--- src/common/rv32_macros.svh ---
`ifndef RV32_MACROS_SVH
`define RV32_MACROS_SVH

`define XLEN         32
`define RESET_VECTOR 32'h0000_0000  // First fetch address

// Base opcodes of the RV32I subset
`define OP_LOAD   7'b0000011
`define OP_IMM    7'b0010011
`define OP_STORE  7'b0100011
`define OP_REG    7'b0110011
`define OP_BRANCH 7'b1100011
`define OP_JAL    7'b1101111
`define OP_JALR   7'b1100111
`define OP_LUI    7'b0110111
`define OP_AUIPC  7'b0010111

`endif
--- src/common/rv32_pkg.sv ---
`default_nettype none

`include "rv32_macros.svh"

package rv32_pkg;

    // Data path words
    typedef logic [`XLEN-1:0] word_t;  // Instruction or immediate
    typedef logic [`XLEN-1:0] addr_t;  // Program counter

    // Instruction fields
    typedef logic [6:0] opcode_t;
    typedef logic [2:0] funct3_t;
    typedef logic [6:0] funct7_t;
    typedef logic [4:0] reg_idx_t;

    // Immediate format select
    // 000 I, 001 S, 010 B, 011 U, 100 J, 101 shamt, 110 none, 111 B unsigned
    typedef logic [2:0] imm_src_t;

    // Coarse ALU class from the main decoder
    // 00 add or op-imm, 01 branch compare, 10 R-type, 11 pass operand b
    typedef logic [1:0] alu_op_t;

    typedef logic [3:0] byte_en_t;   // One bit per byte lane
    typedef logic [3:0] alu_ctrl_t;  // Code seen by the ALU

    // ALU control codes
    localparam alu_ctrl_t ALU_ADD    = 4'd0;
    localparam alu_ctrl_t ALU_SUB    = 4'd1;
    localparam alu_ctrl_t ALU_AND    = 4'd2;
    localparam alu_ctrl_t ALU_OR     = 4'd3;
    localparam alu_ctrl_t ALU_XOR    = 4'd4;
    localparam alu_ctrl_t ALU_SLL    = 4'd5;
    localparam alu_ctrl_t ALU_SRL    = 4'd6;
    localparam alu_ctrl_t ALU_SRA    = 4'd7;
    localparam alu_ctrl_t ALU_SLT    = 4'd8;   // Signed compare
    localparam alu_ctrl_t ALU_SLTU   = 4'd9;   // Unsigned compare
    localparam alu_ctrl_t ALU_PASS_B = 4'd10;  // Result is operand b

endpackage

`default_nettype wire

--- src/common/ctrl_if.sv ---
`timescale 1ns/10ps
`default_nettype none

interface ctrl_if;
    import rv32_pkg::*;

    logic     reg_wr_en;
    logic     mem_wr_en;
    logic     alu_src;        // Operand b is the immediate
    logic     alu_src_a_sel;  // Operand a is the pc
    logic     branch;
    logic     result_src;     // Result from memory or link path
    logic     signed_f;
    imm_src_t imm_src;
    alu_op_t  alu_op;
    byte_en_t byte_en;
    logic     illegal;        // Opcode not in the table

    modport dec (
        output reg_wr_en, mem_wr_en, alu_src, alu_src_a_sel, branch, result_src,
               signed_f, imm_src, alu_op, byte_en, illegal
    );

    modport stage (
        input reg_wr_en, mem_wr_en, alu_src, alu_src_a_sel, branch, result_src,
              signed_f, imm_src, alu_op, byte_en, illegal
    );

endinterface

`default_nettype wire

--- src/hdl/rv32_decode_top.sv ---
`timescale 1ns/10ps
`default_nettype none

module rv32_decode_top (
    input  wire logic           clk_i,
    input  wire logic           rst_n_i,
    input  wire logic           stall_i,        // Freezes all three stages
    input  wire logic           instr_valid_i,
    input  rv32_pkg::word_t     instr_i,
    output logic                dec_valid_o,
    output rv32_pkg::addr_t     dec_pc_o,
    output rv32_pkg::reg_idx_t  rs1_o,
    output rv32_pkg::reg_idx_t  rs2_o,
    output rv32_pkg::reg_idx_t  rd_o,
    output rv32_pkg::word_t     imm_o,
    output rv32_pkg::alu_ctrl_t alu_ctrl_o,
    output logic                reg_wr_en_o,
    output logic                mem_wr_en_o,
    output logic                alu_src_o,
    output logic                alu_src_a_sel_o,
    output logic                branch_o,
    output logic                result_src_o,
    output logic                signed_o,
    output rv32_pkg::byte_en_t  byte_en_o,
    output logic                illegal_o
);
    import rv32_pkg::*;

    // Fetch to buffer
    logic  f_valid;
    addr_t f_pc;
    word_t f_instr;

    // Buffer to decode
    logic  d_valid;
    addr_t d_pc;
    word_t d_instr;

    fetch_pc fetch_pc_i (
        .clk_i         (clk_i),
        .rst_n_i       (rst_n_i),
        .stall_i       (stall_i),
        .instr_valid_i (instr_valid_i),
        .instr_i       (instr_i),
        .f_valid_o     (f_valid),
        .f_pc_o        (f_pc),
        .f_instr_o     (f_instr)
    );

    if_id_buffer if_id_buffer_i (
        .clk_i     (clk_i),
        .rst_n_i   (rst_n_i),
        .stall_i   (stall_i),
        .f_valid_i (f_valid),
        .f_pc_i    (f_pc),
        .f_instr_i (f_instr),
        .d_valid_o (d_valid),
        .d_pc_o    (d_pc),
        .d_instr_o (d_instr)
    );

    decode_stage decode_stage_i (
        .clk_i           (clk_i),
        .rst_n_i         (rst_n_i),
        .stall_i         (stall_i),
        .d_valid_i       (d_valid),
        .d_pc_i          (d_pc),
        .d_instr_i       (d_instr),
        .dec_valid_o     (dec_valid_o),
        .dec_pc_o        (dec_pc_o),
        .rs1_o           (rs1_o),
        .rs2_o           (rs2_o),
        .rd_o            (rd_o),
        .imm_o           (imm_o),
        .alu_ctrl_o      (alu_ctrl_o),
        .reg_wr_en_o     (reg_wr_en_o),
        .mem_wr_en_o     (mem_wr_en_o),
        .alu_src_o       (alu_src_o),
        .alu_src_a_sel_o (alu_src_a_sel_o),
        .branch_o        (branch_o),
        .result_src_o    (result_src_o),
        .signed_o        (signed_o),
        .byte_en_o       (byte_en_o),
        .illegal_o       (illegal_o)
    );

endmodule

`default_nettype wire

--- src/decode/decode_stage.sv ---
`timescale 1ns/10ps
`default_nettype none

module decode_stage (
    input  wire logic           clk_i,
    input  wire logic           rst_n_i,
    input  wire logic           stall_i,
    input  wire logic           d_valid_i,
    input  rv32_pkg::addr_t     d_pc_i,
    input  rv32_pkg::word_t     d_instr_i,
    output logic                dec_valid_o,
    output rv32_pkg::addr_t     dec_pc_o,
    output rv32_pkg::reg_idx_t  rs1_o,
    output rv32_pkg::reg_idx_t  rs2_o,
    output rv32_pkg::reg_idx_t  rd_o,
    output rv32_pkg::word_t     imm_o,
    output rv32_pkg::alu_ctrl_t alu_ctrl_o,
    output logic                reg_wr_en_o,
    output logic                mem_wr_en_o,
    output logic                alu_src_o,
    output logic                alu_src_a_sel_o,
    output logic                branch_o,
    output logic                result_src_o,
    output logic                signed_o,
    output rv32_pkg::byte_en_t  byte_en_o,
    output logic                illegal_o
);
    import rv32_pkg::*;

    opcode_t   opcode;
    funct3_t   funct3;
    funct7_t   funct7;
    word_t     imm;
    alu_ctrl_t alu_ctrl;

    ctrl_if ctrl ();

    // Standard RV32 field positions
    assign opcode = d_instr_i[6:0];
    assign funct3 = d_instr_i[14:12];
    assign funct7 = d_instr_i[31:25];

    main_decoder main_decoder_i (
        .opcode_i (opcode),
        .funct3_i (funct3),
        .funct7_i (funct7),
        .ctrl_o   (ctrl.dec)
    );

    alu_decoder alu_decoder_i (
        .alu_op_i   (ctrl.alu_op),
        .opcode_i   (opcode),
        .funct3_i   (funct3),
        .funct7_i   (funct7),
        .alu_ctrl_o (alu_ctrl)
    );

    imm_gen imm_gen_i (
        .instr_i   (d_instr_i),
        .imm_src_i (ctrl.imm_src),
        .imm_o     (imm)
    );

    always_ff @(posedge clk_i) begin
        if (!rst_n_i)
            dec_valid_o <= 1'b0;
        else if (!stall_i)
            dec_valid_o <= d_valid_i;  // Held while stalled
    end

    always_ff @(posedge clk_i) begin
        if (!stall_i) begin
            dec_pc_o        <= d_pc_i;
            rs1_o           <= d_instr_i[19:15];
            rs2_o           <= d_instr_i[24:20];
            rd_o            <= d_instr_i[11:7];
            imm_o           <= imm;
            alu_ctrl_o      <= alu_ctrl;
            reg_wr_en_o     <= ctrl.reg_wr_en;
            mem_wr_en_o     <= ctrl.mem_wr_en;
            alu_src_o       <= ctrl.alu_src;
            alu_src_a_sel_o <= ctrl.alu_src_a_sel;
            branch_o        <= ctrl.branch;
            result_src_o    <= ctrl.result_src;
            signed_o        <= ctrl.signed_f;
            byte_en_o       <= ctrl.byte_en;
            illegal_o       <= ctrl.illegal;
        end
    end

endmodule

`default_nettype wire

--- src/decode/imm_gen.sv ---
`timescale 1ns/10ps
`default_nettype none

`include "rv32_macros.svh"

module imm_gen (
    input  rv32_pkg::word_t    instr_i,
    input  rv32_pkg::imm_src_t imm_src_i,
    output rv32_pkg::word_t    imm_o
);

    always_comb begin
        case (imm_src_i)
            3'b000: imm_o = {{20{instr_i[31]}}, instr_i[31:20]};                   // I
            3'b001: imm_o = {{20{instr_i[31]}}, instr_i[31:25], instr_i[11:7]};    // S
            3'b010, 3'b111: begin
                // Both B formats use the same sign extension
                imm_o = {{19{instr_i[31]}}, instr_i[31], instr_i[7],
                         instr_i[30:25], instr_i[11:8], 1'b0};
            end
            3'b011: imm_o = {instr_i[31:12], 12'b0};                               // U
            3'b100: begin
                // J format
                imm_o = {{11{instr_i[31]}}, instr_i[31], instr_i[19:12],
                         instr_i[20], instr_i[30:21], 1'b0};
            end
            3'b101: imm_o = {{(`XLEN-5){1'b0}}, instr_i[24:20]};                   // Shamt
            default: imm_o = '0;
        endcase
    end

endmodule

`default_nettype wire

--- src/decode/alu_decoder.sv ---
`timescale 1ns/10ps
`default_nettype none

`include "rv32_macros.svh"

module alu_decoder (
    input  rv32_pkg::alu_op_t   alu_op_i,
    input  rv32_pkg::opcode_t   opcode_i,
    input  rv32_pkg::funct3_t   funct3_i,
    input  rv32_pkg::funct7_t   funct7_i,
    output rv32_pkg::alu_ctrl_t alu_ctrl_o
);
    import rv32_pkg::*;

    alu_ctrl_t funct_op;  // Operation named by funct3 and funct7

    // Shared by OP_IMM and R-type
    always_comb begin
        case (funct3_i)
            3'b000:  funct_op = ALU_ADD;
            3'b001:  funct_op = ALU_SLL;
            3'b010:  funct_op = ALU_SLT;
            3'b011:  funct_op = ALU_SLTU;
            3'b100:  funct_op = ALU_XOR;
            3'b101:  funct_op = funct7_i[5] ? ALU_SRA : ALU_SRL;
            3'b110:  funct_op = ALU_OR;
            default: funct_op = ALU_AND;
        endcase
    end

    always_comb begin
        case (alu_op_i)
            2'b00: alu_ctrl_o = (opcode_i == `OP_IMM) ? funct_op : ALU_ADD;
            2'b01: begin
                case (funct3_i[2:1])
                    2'b10:   alu_ctrl_o = ALU_SLT;   // BLT, BGE
                    2'b11:   alu_ctrl_o = ALU_SLTU;  // BLTU, BGEU
                    default: alu_ctrl_o = ALU_SUB;   // BEQ, BNE
                endcase
            end
            2'b10: begin
                // funct7 bit 5 only turns ADD into SUB here
                if (funct3_i == 3'b000 && funct7_i[5])
                    alu_ctrl_o = ALU_SUB;
                else
                    alu_ctrl_o = funct_op;
            end
            default: alu_ctrl_o = ALU_PASS_B;
        endcase
    end

endmodule

`default_nettype wire

--- src/decode/main_decoder.sv ---
`timescale 1ns/10ps
`default_nettype none

`include "rv32_macros.svh"

module main_decoder (
    input  rv32_pkg::opcode_t opcode_i,
    input  rv32_pkg::funct3_t funct3_i,
    input  rv32_pkg::funct7_t funct7_i,
    ctrl_if.dec               ctrl_o
);

    always_comb begin
        // Every row starts from all-zero controls
        ctrl_o.reg_wr_en     = 1'b0;
        ctrl_o.mem_wr_en     = 1'b0;
        ctrl_o.alu_src       = 1'b0;
        ctrl_o.alu_src_a_sel = 1'b0;
        ctrl_o.branch        = 1'b0;
        ctrl_o.result_src    = 1'b0;
        ctrl_o.signed_f      = 1'b0;
        ctrl_o.imm_src       = 3'b000;
        ctrl_o.alu_op        = 2'b00;
        ctrl_o.byte_en       = 4'b0000;
        ctrl_o.illegal       = 1'b0;

        case (opcode_i)
            `OP_LOAD: begin
                ctrl_o.reg_wr_en  = 1'b1;
                ctrl_o.alu_src    = 1'b1;   // Base plus offset
                ctrl_o.result_src = 1'b1;   // Data comes from memory
                // Signed flag stays 0 for every load width
                case (funct3_i)
                    3'h0, 3'h4: ctrl_o.byte_en = 4'b0001;  // LB, LBU
                    3'h1, 3'h5: ctrl_o.byte_en = 4'b0011;  // LH, LHU
                    3'h2:       ctrl_o.byte_en = 4'b1111;  // LW
                    default:    ctrl_o.byte_en = 4'b0000;
                endcase
            end

            `OP_IMM: begin
                ctrl_o.reg_wr_en = 1'b1;
                ctrl_o.alu_src   = 1'b1;
                ctrl_o.signed_f  = 1'b1;
                if (funct3_i == 3'b001 || funct3_i == 3'b101)
                    ctrl_o.imm_src = 3'b101;  // Shift amount
                // SRLI is the only unsigned one
                if (funct3_i == 3'b101 && funct7_i == 7'h00)
                    ctrl_o.signed_f = 1'b0;
            end

            `OP_STORE: begin
                ctrl_o.mem_wr_en  = 1'b1;
                ctrl_o.alu_src    = 1'b1;
                ctrl_o.result_src = 1'b1;
                ctrl_o.imm_src    = 3'b001;
                ctrl_o.alu_op     = 2'b11;
                case (funct3_i)
                    3'b000:  ctrl_o.byte_en = 4'b0001;  // SB
                    3'b001:  ctrl_o.byte_en = 4'b0011;  // SH
                    3'b010:  ctrl_o.byte_en = 4'b1111;  // SW
                    default: ctrl_o.byte_en = 4'b0000;
                endcase
            end

            `OP_REG: begin
                ctrl_o.reg_wr_en = 1'b1;
                ctrl_o.imm_src   = 3'b110;  // No immediate
                ctrl_o.alu_op    = 2'b10;
            end

            `OP_BRANCH: begin
                ctrl_o.branch = 1'b1;
                ctrl_o.alu_op = 2'b01;
                // BLTU and BGEU take the unsigned B format
                if (funct3_i == 3'b110 || funct3_i == 3'b111)
                    ctrl_o.imm_src = 3'b111;
                else
                    ctrl_o.imm_src = 3'b010;
            end

            `OP_JAL: begin
                ctrl_o.reg_wr_en     = 1'b1;
                ctrl_o.alu_src       = 1'b1;
                ctrl_o.alu_src_a_sel = 1'b1;  // Target is pc relative
                ctrl_o.branch        = 1'b1;
                ctrl_o.result_src    = 1'b1;
                ctrl_o.imm_src       = 3'b100;
                ctrl_o.alu_op        = 2'b11;
            end

            `OP_JALR: begin
                ctrl_o.reg_wr_en  = 1'b1;
                ctrl_o.alu_src    = 1'b1;
                ctrl_o.branch     = 1'b1;
                ctrl_o.result_src = 1'b1;
            end

            `OP_LUI, `OP_AUIPC: begin
                ctrl_o.reg_wr_en     = 1'b1;
                ctrl_o.alu_src       = 1'b1;
                ctrl_o.alu_src_a_sel = 1'b1;
                ctrl_o.imm_src       = 3'b011;
                ctrl_o.alu_op        = 2'b11;  // ALU passes the upper immediate
            end

            default: ctrl_o.illegal = 1'b1;
        endcase
    end

endmodule

`default_nettype wire

--- src/hdl/if_id_buffer.sv ---
`timescale 1ns/10ps
`default_nettype none

module if_id_buffer (
    input  wire logic       clk_i,
    input  wire logic       rst_n_i,
    input  wire logic       stall_i,   // Holds the slot
    input  wire logic       f_valid_i,
    input  rv32_pkg::addr_t f_pc_i,
    input  rv32_pkg::word_t f_instr_i,
    output logic            d_valid_o,
    output rv32_pkg::addr_t d_pc_o,
    output rv32_pkg::word_t d_instr_o
);

    always_ff @(posedge clk_i) begin
        if (!rst_n_i)
            d_valid_o <= 1'b0;
        else if (!stall_i)
            d_valid_o <= f_valid_i;
    end

    // Payload follows the valid bit
    always_ff @(posedge clk_i) begin
        if (!stall_i) begin
            d_pc_o    <= f_pc_i;
            d_instr_o <= f_instr_i;
        end
    end

endmodule

`default_nettype wire

--- src/hdl/fetch_pc.sv ---
`timescale 1ns/10ps
`default_nettype none

`include "rv32_macros.svh"

module fetch_pc (
    input  wire logic            clk_i,
    input  wire logic            rst_n_i,
    input  wire logic            stall_i,
    input  wire logic            instr_valid_i,  // One strobe per word
    input  rv32_pkg::word_t      instr_i,
    output logic                 f_valid_o,
    output rv32_pkg::addr_t      f_pc_o,
    output rv32_pkg::word_t      f_instr_o
);
    import rv32_pkg::*;

    addr_t pc_q;   // Address of the next word to arrive
    logic  accept;

    assign accept = instr_valid_i && !stall_i;

    always_ff @(posedge clk_i) begin
        if (!rst_n_i) begin
            pc_q      <= `RESET_VECTOR;
            f_valid_o <= 1'b0;
        end else if (!stall_i) begin
            f_valid_o <= instr_valid_i;
            if (accept)
                pc_q <= pc_q + addr_t'(4);  // Always sequential since nothing redirects
        end
    end

    // Word is tagged with the pc it was fetched at
    always_ff @(posedge clk_i) begin
        if (accept) begin
            f_pc_o    <= pc_q;
            f_instr_o <= instr_i;
        end
    end

endmodule

`default_nettype wire

--- config.mk ---
export PLATFORM = sky130hd
export DESIGN_NAME = rv32_decode_top
export DESIGN_NICKNAME = d
export VERILOG_FILES = /design/src/common/rv32_pkg.sv /design/src/common/ctrl_if.sv /design/src/hdl/rv32_decode_top.sv /design/src/decode/decode_stage.sv /design/src/decode/imm_gen.sv /design/src/decode/alu_decoder.sv /design/src/decode/main_decoder.sv /design/src/hdl/if_id_buffer.sv /design/src/hdl/fetch_pc.sv
export VERILOG_INCLUDE_DIRS = /design/src /design/src/common
export SDC_FILE = /design/constraint.sdc
export NUM_CORES = 1
export LEC_CHECK = 0
export BUFFER_PORTS_ARGS = -buffer_cell sky130_fd_sc_hd__buf_2
export CORE_UTILIZATION = 40
export CTS_CLUSTER_DIAMETER = 100
export DETAILED_ROUTE_END_ITERATION = 10
export SYNTH_ARGS = -nofsm -noshare
export SYNTH_HDL_FRONTEND = slang
export SYNTH_SLANG_ARGS = --single-unit
--- constraint.sdc ---
create_clock -name clk_i -period 5 [get_ports clk_i]
set_input_delay 1 -clock clk_i [delete_from_list [all_inputs] [get_ports clk_i]]
set_output_delay 1 -clock clk_i [all_outputs]
set_load 0.02 [all_outputs]
# Word level (Yosys, flattened, before mapping)
# Cells that the tools add are included.
[word_totals]
regBits = 258
inputBits = 36
output_inout_bits = 96
word_cells = 95
[op_classes]
add_sub_neg = 1
eq_ne = 26
mux = 22
n_bitwise = 1
reduce_logical = 22
[ops]
columns = ["op", "n"]
rows = [
  ["32-bit case mux with 6 select lines", 1],
  ["4-bit case mux with 3 select lines", 3],
  ["32-bit by 3-bit adder with 32-bit output, second input constant", 1],
  ["4-bit case mux with 7 select lines", 1],
  ["3-bit == test, second input constant", 7],
  ["7-bit by 6-bit == test with 1-bit output, second input constant", 3],
  ["7-bit == test, second input constant", 3],
  ["3-bit case mux with 6 select lines", 1],
  ["4-bit case mux with 2 select lines", 2],
  ["7-bit by 5-bit == test with 1-bit output, second input constant", 2],
  ["7-bit OR reduction", 2],
  ["3-bit by 2-bit == test with 1-bit output, second input constant", 4],
  ["1-bit 2-to-1 mux", 9],
  ["9-bit OR reduction", 1],
  ["4-bit 2-to-1 mux", 2],
  ["2-bit OR reduction", 4],
  ["4-bit OR reduction", 2],
  ["7-bit by 2-bit == test with 1-bit output, second input constant", 1],
  ["7-bit zero test", 1],
  ["2-bit == test, second input constant", 3],
  ["3-bit by 1-bit == test with 1-bit output, second input constant", 2],
  ["3-bit zero test", 2],
  ["3-bit 2-to-1 mux", 2],
  ["2-bit case mux with 3 select lines", 1],
  ["other kinds (8)", 12],
]

# Longest topological paths before layout
[depth]
word_depth = 7
depth_mapped = 7
depth_no_buf = 5

# By module
# From an unflattened synthesis, not the netlist that was laid out.
[unflattened]
hier_cells = 584
hier_area_um2 = 9401.5
[modules_own_cells]
columns = ["module", "instances", "cells_per_inst", "area_each_um2", "seq_area_each_um2"]
rows = [
  ["fetch_pc", 1, 233, 3328.2, 2482.4],
  ["decode_stage", 1, 99, 2892.8, 2872.8],
  ["if_id_buffer", 1, 68, 1961.9, 1941.9],
  ["imm_gen", 1, 98, 634.4, 0.0],
  ["main_decoder", 1, 68, 445.4, 0.0],
  ["alu_decoder", 1, 18, 138.9, 0.0],
]

# Worst setup path before layout
# Ideal clock, no wire load.
[synth_timing]
path_type = "in2reg"
from = "in stall_i"
to = "reg decode_stage_i.alu_ctrl_o[0], enable pin"
setup_time_ps = 507
t_arrival_ps = 4084
required_ps = 4493
path_slack_ps = 409
stages = 2
path_buffers = 1
cell_sequence = "buf_6 inv_1"
[synth_rtl]
columns = ["element", "line_no", "text"]
rows = [
  ["start: declaration", "rv32_decode_top.sv:7", "input wire logic stall_i,"],
  ["end signal: assignment", "decode_stage.sv:78", "alu_ctrl_o <= alu_ctrl;"],
  ["end: declaration", "decode_stage.sv:17", "output rv32_pkg::alu_ctrl_t alu_ctrl_o,"],
]
# No word-level cell between the ends.

# Final worst setup path
[layout_timing]
from = "reg if_id_buffer_i.d_instr_o[4]"
to = "reg decode_stage_i.imm_o[27] (data pin)"
[layout_between]
elab_chain_cells = 6
elab_cells_between_ends = 18
classes_between = "eq/ne: 13; mux: 2; reduce/logical: 3"
[layout_lines]
columns = ["element", "line_no", "text"]
rows = [
  ["start: declaration", "if_id_buffer.sv:13", "output rv32_pkg::word_t d_instr_o"],
  ["start signal: assignment", "if_id_buffer.sv:27", "d_instr_o <= f_instr_i;"],
  ["7-bit by 6-bit == test with 1-bit output / 7-bit by 5-bit == test with 1-bit output (equally long branches)", "main_decoder.sv:27", "case (opcode_i)"],
  ["2-bit OR reduction", "main_decoder.sv:27", ""],
  ["3-bit case mux with 6 select lines *", "main_decoder.sv:27", ""],
  ["3-bit by 2-bit == test with 1-bit output / 3-bit == test (equally long branches)", "imm_gen.sv:13", "case (imm_src_i)"],
  ["2-bit OR reduction", "imm_gen.sv:13", ""],
  ["32-bit case mux with 6 select lines *", "imm_gen.sv:13", ""],
  ["net decode_stage_i.imm[27]", "decode_stage.sv:33", "word_t imm;"],
  ["end signal: assignment", "decode_stage.sv:77", "imm_o <= imm;"],
  ["end: declaration", "decode_stage.sv:16", "output rv32_pkg::word_t imm_o,"],
]
# Mark *: on every way through the listed nets, which the timed path passes. The rest lies on a longest branch.
# A chain may end at the register's enable or synchronous reset.

==> flow_summary.json <==
{
  "ys_types": 63,
  "wl_met3_um": 914,
  "num_vias": 4885,
  "drive_above_1_share": 0.2673,
  "totalWireLength_um": 15760,
  "p_int_mw": 3.391,
  "synth_top_family_by_area": "simple AND/OR/NAND/NOR gates",
  "drt-met1-wl_um": 6525,
  "skew_ps": 10.90,
  "synth_top_flop_cell": "edfxtp_1",
  "worstPathArrival_ps": 2730,
  "async_flop_share": 0,
  "fp.dieH_um": 151.7,
  "maxUsedRoutingLayer": "met4",
  "cp-start-kind": "flop",
  "postRouteAntennaNets": 0,
  "status": "complete, no violations",
  "clockRootBuffer": "clkbuf_16",
  "synth_warnings": 0,
  "cp_cell_sequence": "nand2b_1 -> nor3_2 -> o21ai_2 -> a22o_1",
  "fmax_mhz": 402.3,
  "ys_seq_area_frac": 0.7974,
  "synthXorXnorAreaFrac": 0.009772,
  "clkPwrFrac": 0.394,
  "synth_cells": 530,
  "grt_overflow": 0,
  "seqCellArea_um2": 7147,
  "peakVddDrop_mv": 0.1589,
  "grt_usage": 0.1338,
  "clkTransAtPathRegs_ps": 60,
  "min_period_over_period": 0.4972,
  "hold_viol": 0,
  "hp-class": "reg2reg",
  "cts_tree": "done",
  "ctsHtreeMaxLevel": 1,
  "end_kind": "flop",
  "drtIter0Drc": 255,
  "dieWidth_um": 151.7,
  "num_rows": 54,
  "layout.nets": 700,
  "rsz0062_at_grt": "no",
  "io_pins": 132,
  "clock_path_buffers": 3,
  "max_stage_delay_ps": 760,
  "required_ps": 5250,
  "period_minus_slack_ps": 2486,
  "cts.repair.resized": 0,
  "multi_input_area_um2": 1612,
  "synth-edff-count": 216,
  "hold_buffers": 0,
  "p_sw_mw": 0.8794,
  "post-dp-hpwl_um": 10740,
  "core_area_um2": 21890,
  "netlist_area_um2": 8962,
  "synth_top_area_frac": 0.7237,
  "maxCapViolCount": 0,
  "slew_viol_final": 0,
  "cts_sinks": 249,
  "final_util": 0.4833,
  "grt_max_degree": 89,
  "slowest_stage": "nor3_2",
  "cts_setup_buffers": 0,
  "seqPwrFrac": 0.561,
  "synth_compound_area_frac": 0.06799,
  "wl_met2_um": 8025,
  "antenna_cells": 0,
  "power.total_mw": 4.270,
  "io_buffers": 129,
  "synthSimpleGateAreaFrac": 0.09423,
  "fill_cells": 1894,
  "dr.pass1.iters": 5,
  "powerDensity_nw_per_um2": 403.6,
  "drc_errors": 0,
  "final_common_cell": "edfxtp_1",
  "antenna_found_initial": 0,
  "fin_setup_tns_ps": 0,
  "wl_per_cell_um": 16.40,
  "tightest_slew_ps": 977.9,
  "layout_common_cells": "216 x edfxtp_1, 129 x buf_2, 33 x dfxtp_1",
  "cp_max_fo": 17,
  "start_util": 0.4094,
  "swShare": 0.2059,
  "setup_violations": 0,
  "slew_headroom": 0.3445,
  "avgSynthCellArea_um2": 16.91,
  "critPathKind": "reg2reg",
  "grt_pass1_wl_um": 23950,
  "clkLatencyLatePin_ps": 500,
  "muxShareOfSynthArea": 0.005584,
  "p_leak_nw": 3.912,
  "globalplace.congestion": 0.8701,
  "synthTopCellsByArea": "edfxtp_1 72%, dfxtp_1 7.4%, a21oi_1 1.2%",
  "synth_seq_cells": 249,
  "power_frac_comb": 0.045,
  "area_delta_synth_final_pct": 18.05,
  "vias_per_cell": 5.083,
  "synth_top_cell_by_area": "edfxtp_1",
  "die-area_um2": 23010,
  "grt_pass1_vias": 4682,
  "numCtsBuffers": 24,
  "synthAdderAreaFrac": 0.001396
}
## area by class of cell
class,count,share of cell area
Inverter,14,0.005440
Timing Repair Buffer,132,0.06315
Sequential cell,249,0.6755
Multi-Input combinational cell,242,0.1523
Tap cell,280,0.03311
Clock buffer,30,0.06185
Clock inverter,14,0.008633
## state kept, by name, indices dropped and copies added (netlist names), 4 cells and up
register                   flops
decode_stage_i.imm_o          32
fetch_pc_i.f_instr_o          32
if_id_buffer_i.d_instr_o      32
decode_stage_i.dec_pc_o       30
fetch_pc_i.f_pc_o             30
fetch_pc_i.pc_q               30
if_id_buffer_i.d_pc_o         30
decode_stage_i.rd_o            5
decode_stage_i.rs1_o           5
decode_stage_i.rs2_o           5
decode_stage_i.alu_ctrl_o      4
## cell families (layout without fill, tap and decap cells)
group	count (synthesis)	after routing
adders and majority gates	1	1
xor gates and xnor gates	10	10
DFF	249	249
muxes	5	5
and+or+nand+nor	137	137
AOI/OAI and AO/OA	87	87
other	1	2
buffers and inverters	40	190
## synth_stat cells, types with 6 or more instances
library cell  number
or4_1             11
xor2_1             8
o31ai_1           10
edfxtp_1         216
nand3_1            9
nand4_1           10
o41ai_1            7
buf_4              6
nand2_1           24
clkbuf_1          12
o21ai_0            7
nand2b_1           7
inv_1             14
nor2_1            23
and2_1             7
dfxtp_1           33
a22o_1            11
nor4_1             6
a21o_1             8
nor3_1             6
a21oi_1           22
## through the flow
stage	hold slack [ps]	area, µm²	cells	worst slack, ps
global placement	401.9	9834	917	2171
global route	421.4	10580	961	2328
detailed placement	404.5	9834	917	2129
CTS	417.7	10580	961	2527
floorplan	400.3	8966	531	408.9
finish	415.3	10580	961	2514
## power by group through the flow
stage / Combinational [mW] / Clock [mW] / Sequential, mW
detailed placement: 0.194 / 0 / 2.44
finish: 0.191 / 1.68 / 2.40
global route: 0.207 / 1.81 / 2.40
CTS: 0.194 / 1.73 / 2.40
floorplan: 0.0775 / 0 / 2.48
global placement: 0.191 / 0 / 2.44
## routing by layer
layer	vias to the layer above	GRT usage
li1	2333	-
met1	2376	0.1708
met2	151	0.2305
met3	25	0.02246
met4	0	0.04554
met5	-	0
## final timing paths
path	startpoint	end	slack (ps)	cells past startpoint
max	if_id_buffer_i.d_instr_o[4]	decode_stage_i.imm_o[27]	2510	4
max reg2reg	if_id_buffer_i.d_instr_o[4]	decode_stage_i.imm_o[27]	2510	4
min reg2reg	fetch_pc_i.f_pc_o[2]	if_id_buffer_i.d_pc_o[2]	420	0
min	fetch_pc_i.f_pc_o[2]	if_id_buffer_i.d_pc_o[2]	420	0
## worst max-delay path: cells and delay by family (launching register included)
family / cells / cell delay [ps]
AOI/OAI and AO/OA: 2 / 680
DFF: 1 / 620
and+or+nand+nor: 2 / 930
Note: power is estimated with default switching activity, not from simulation.
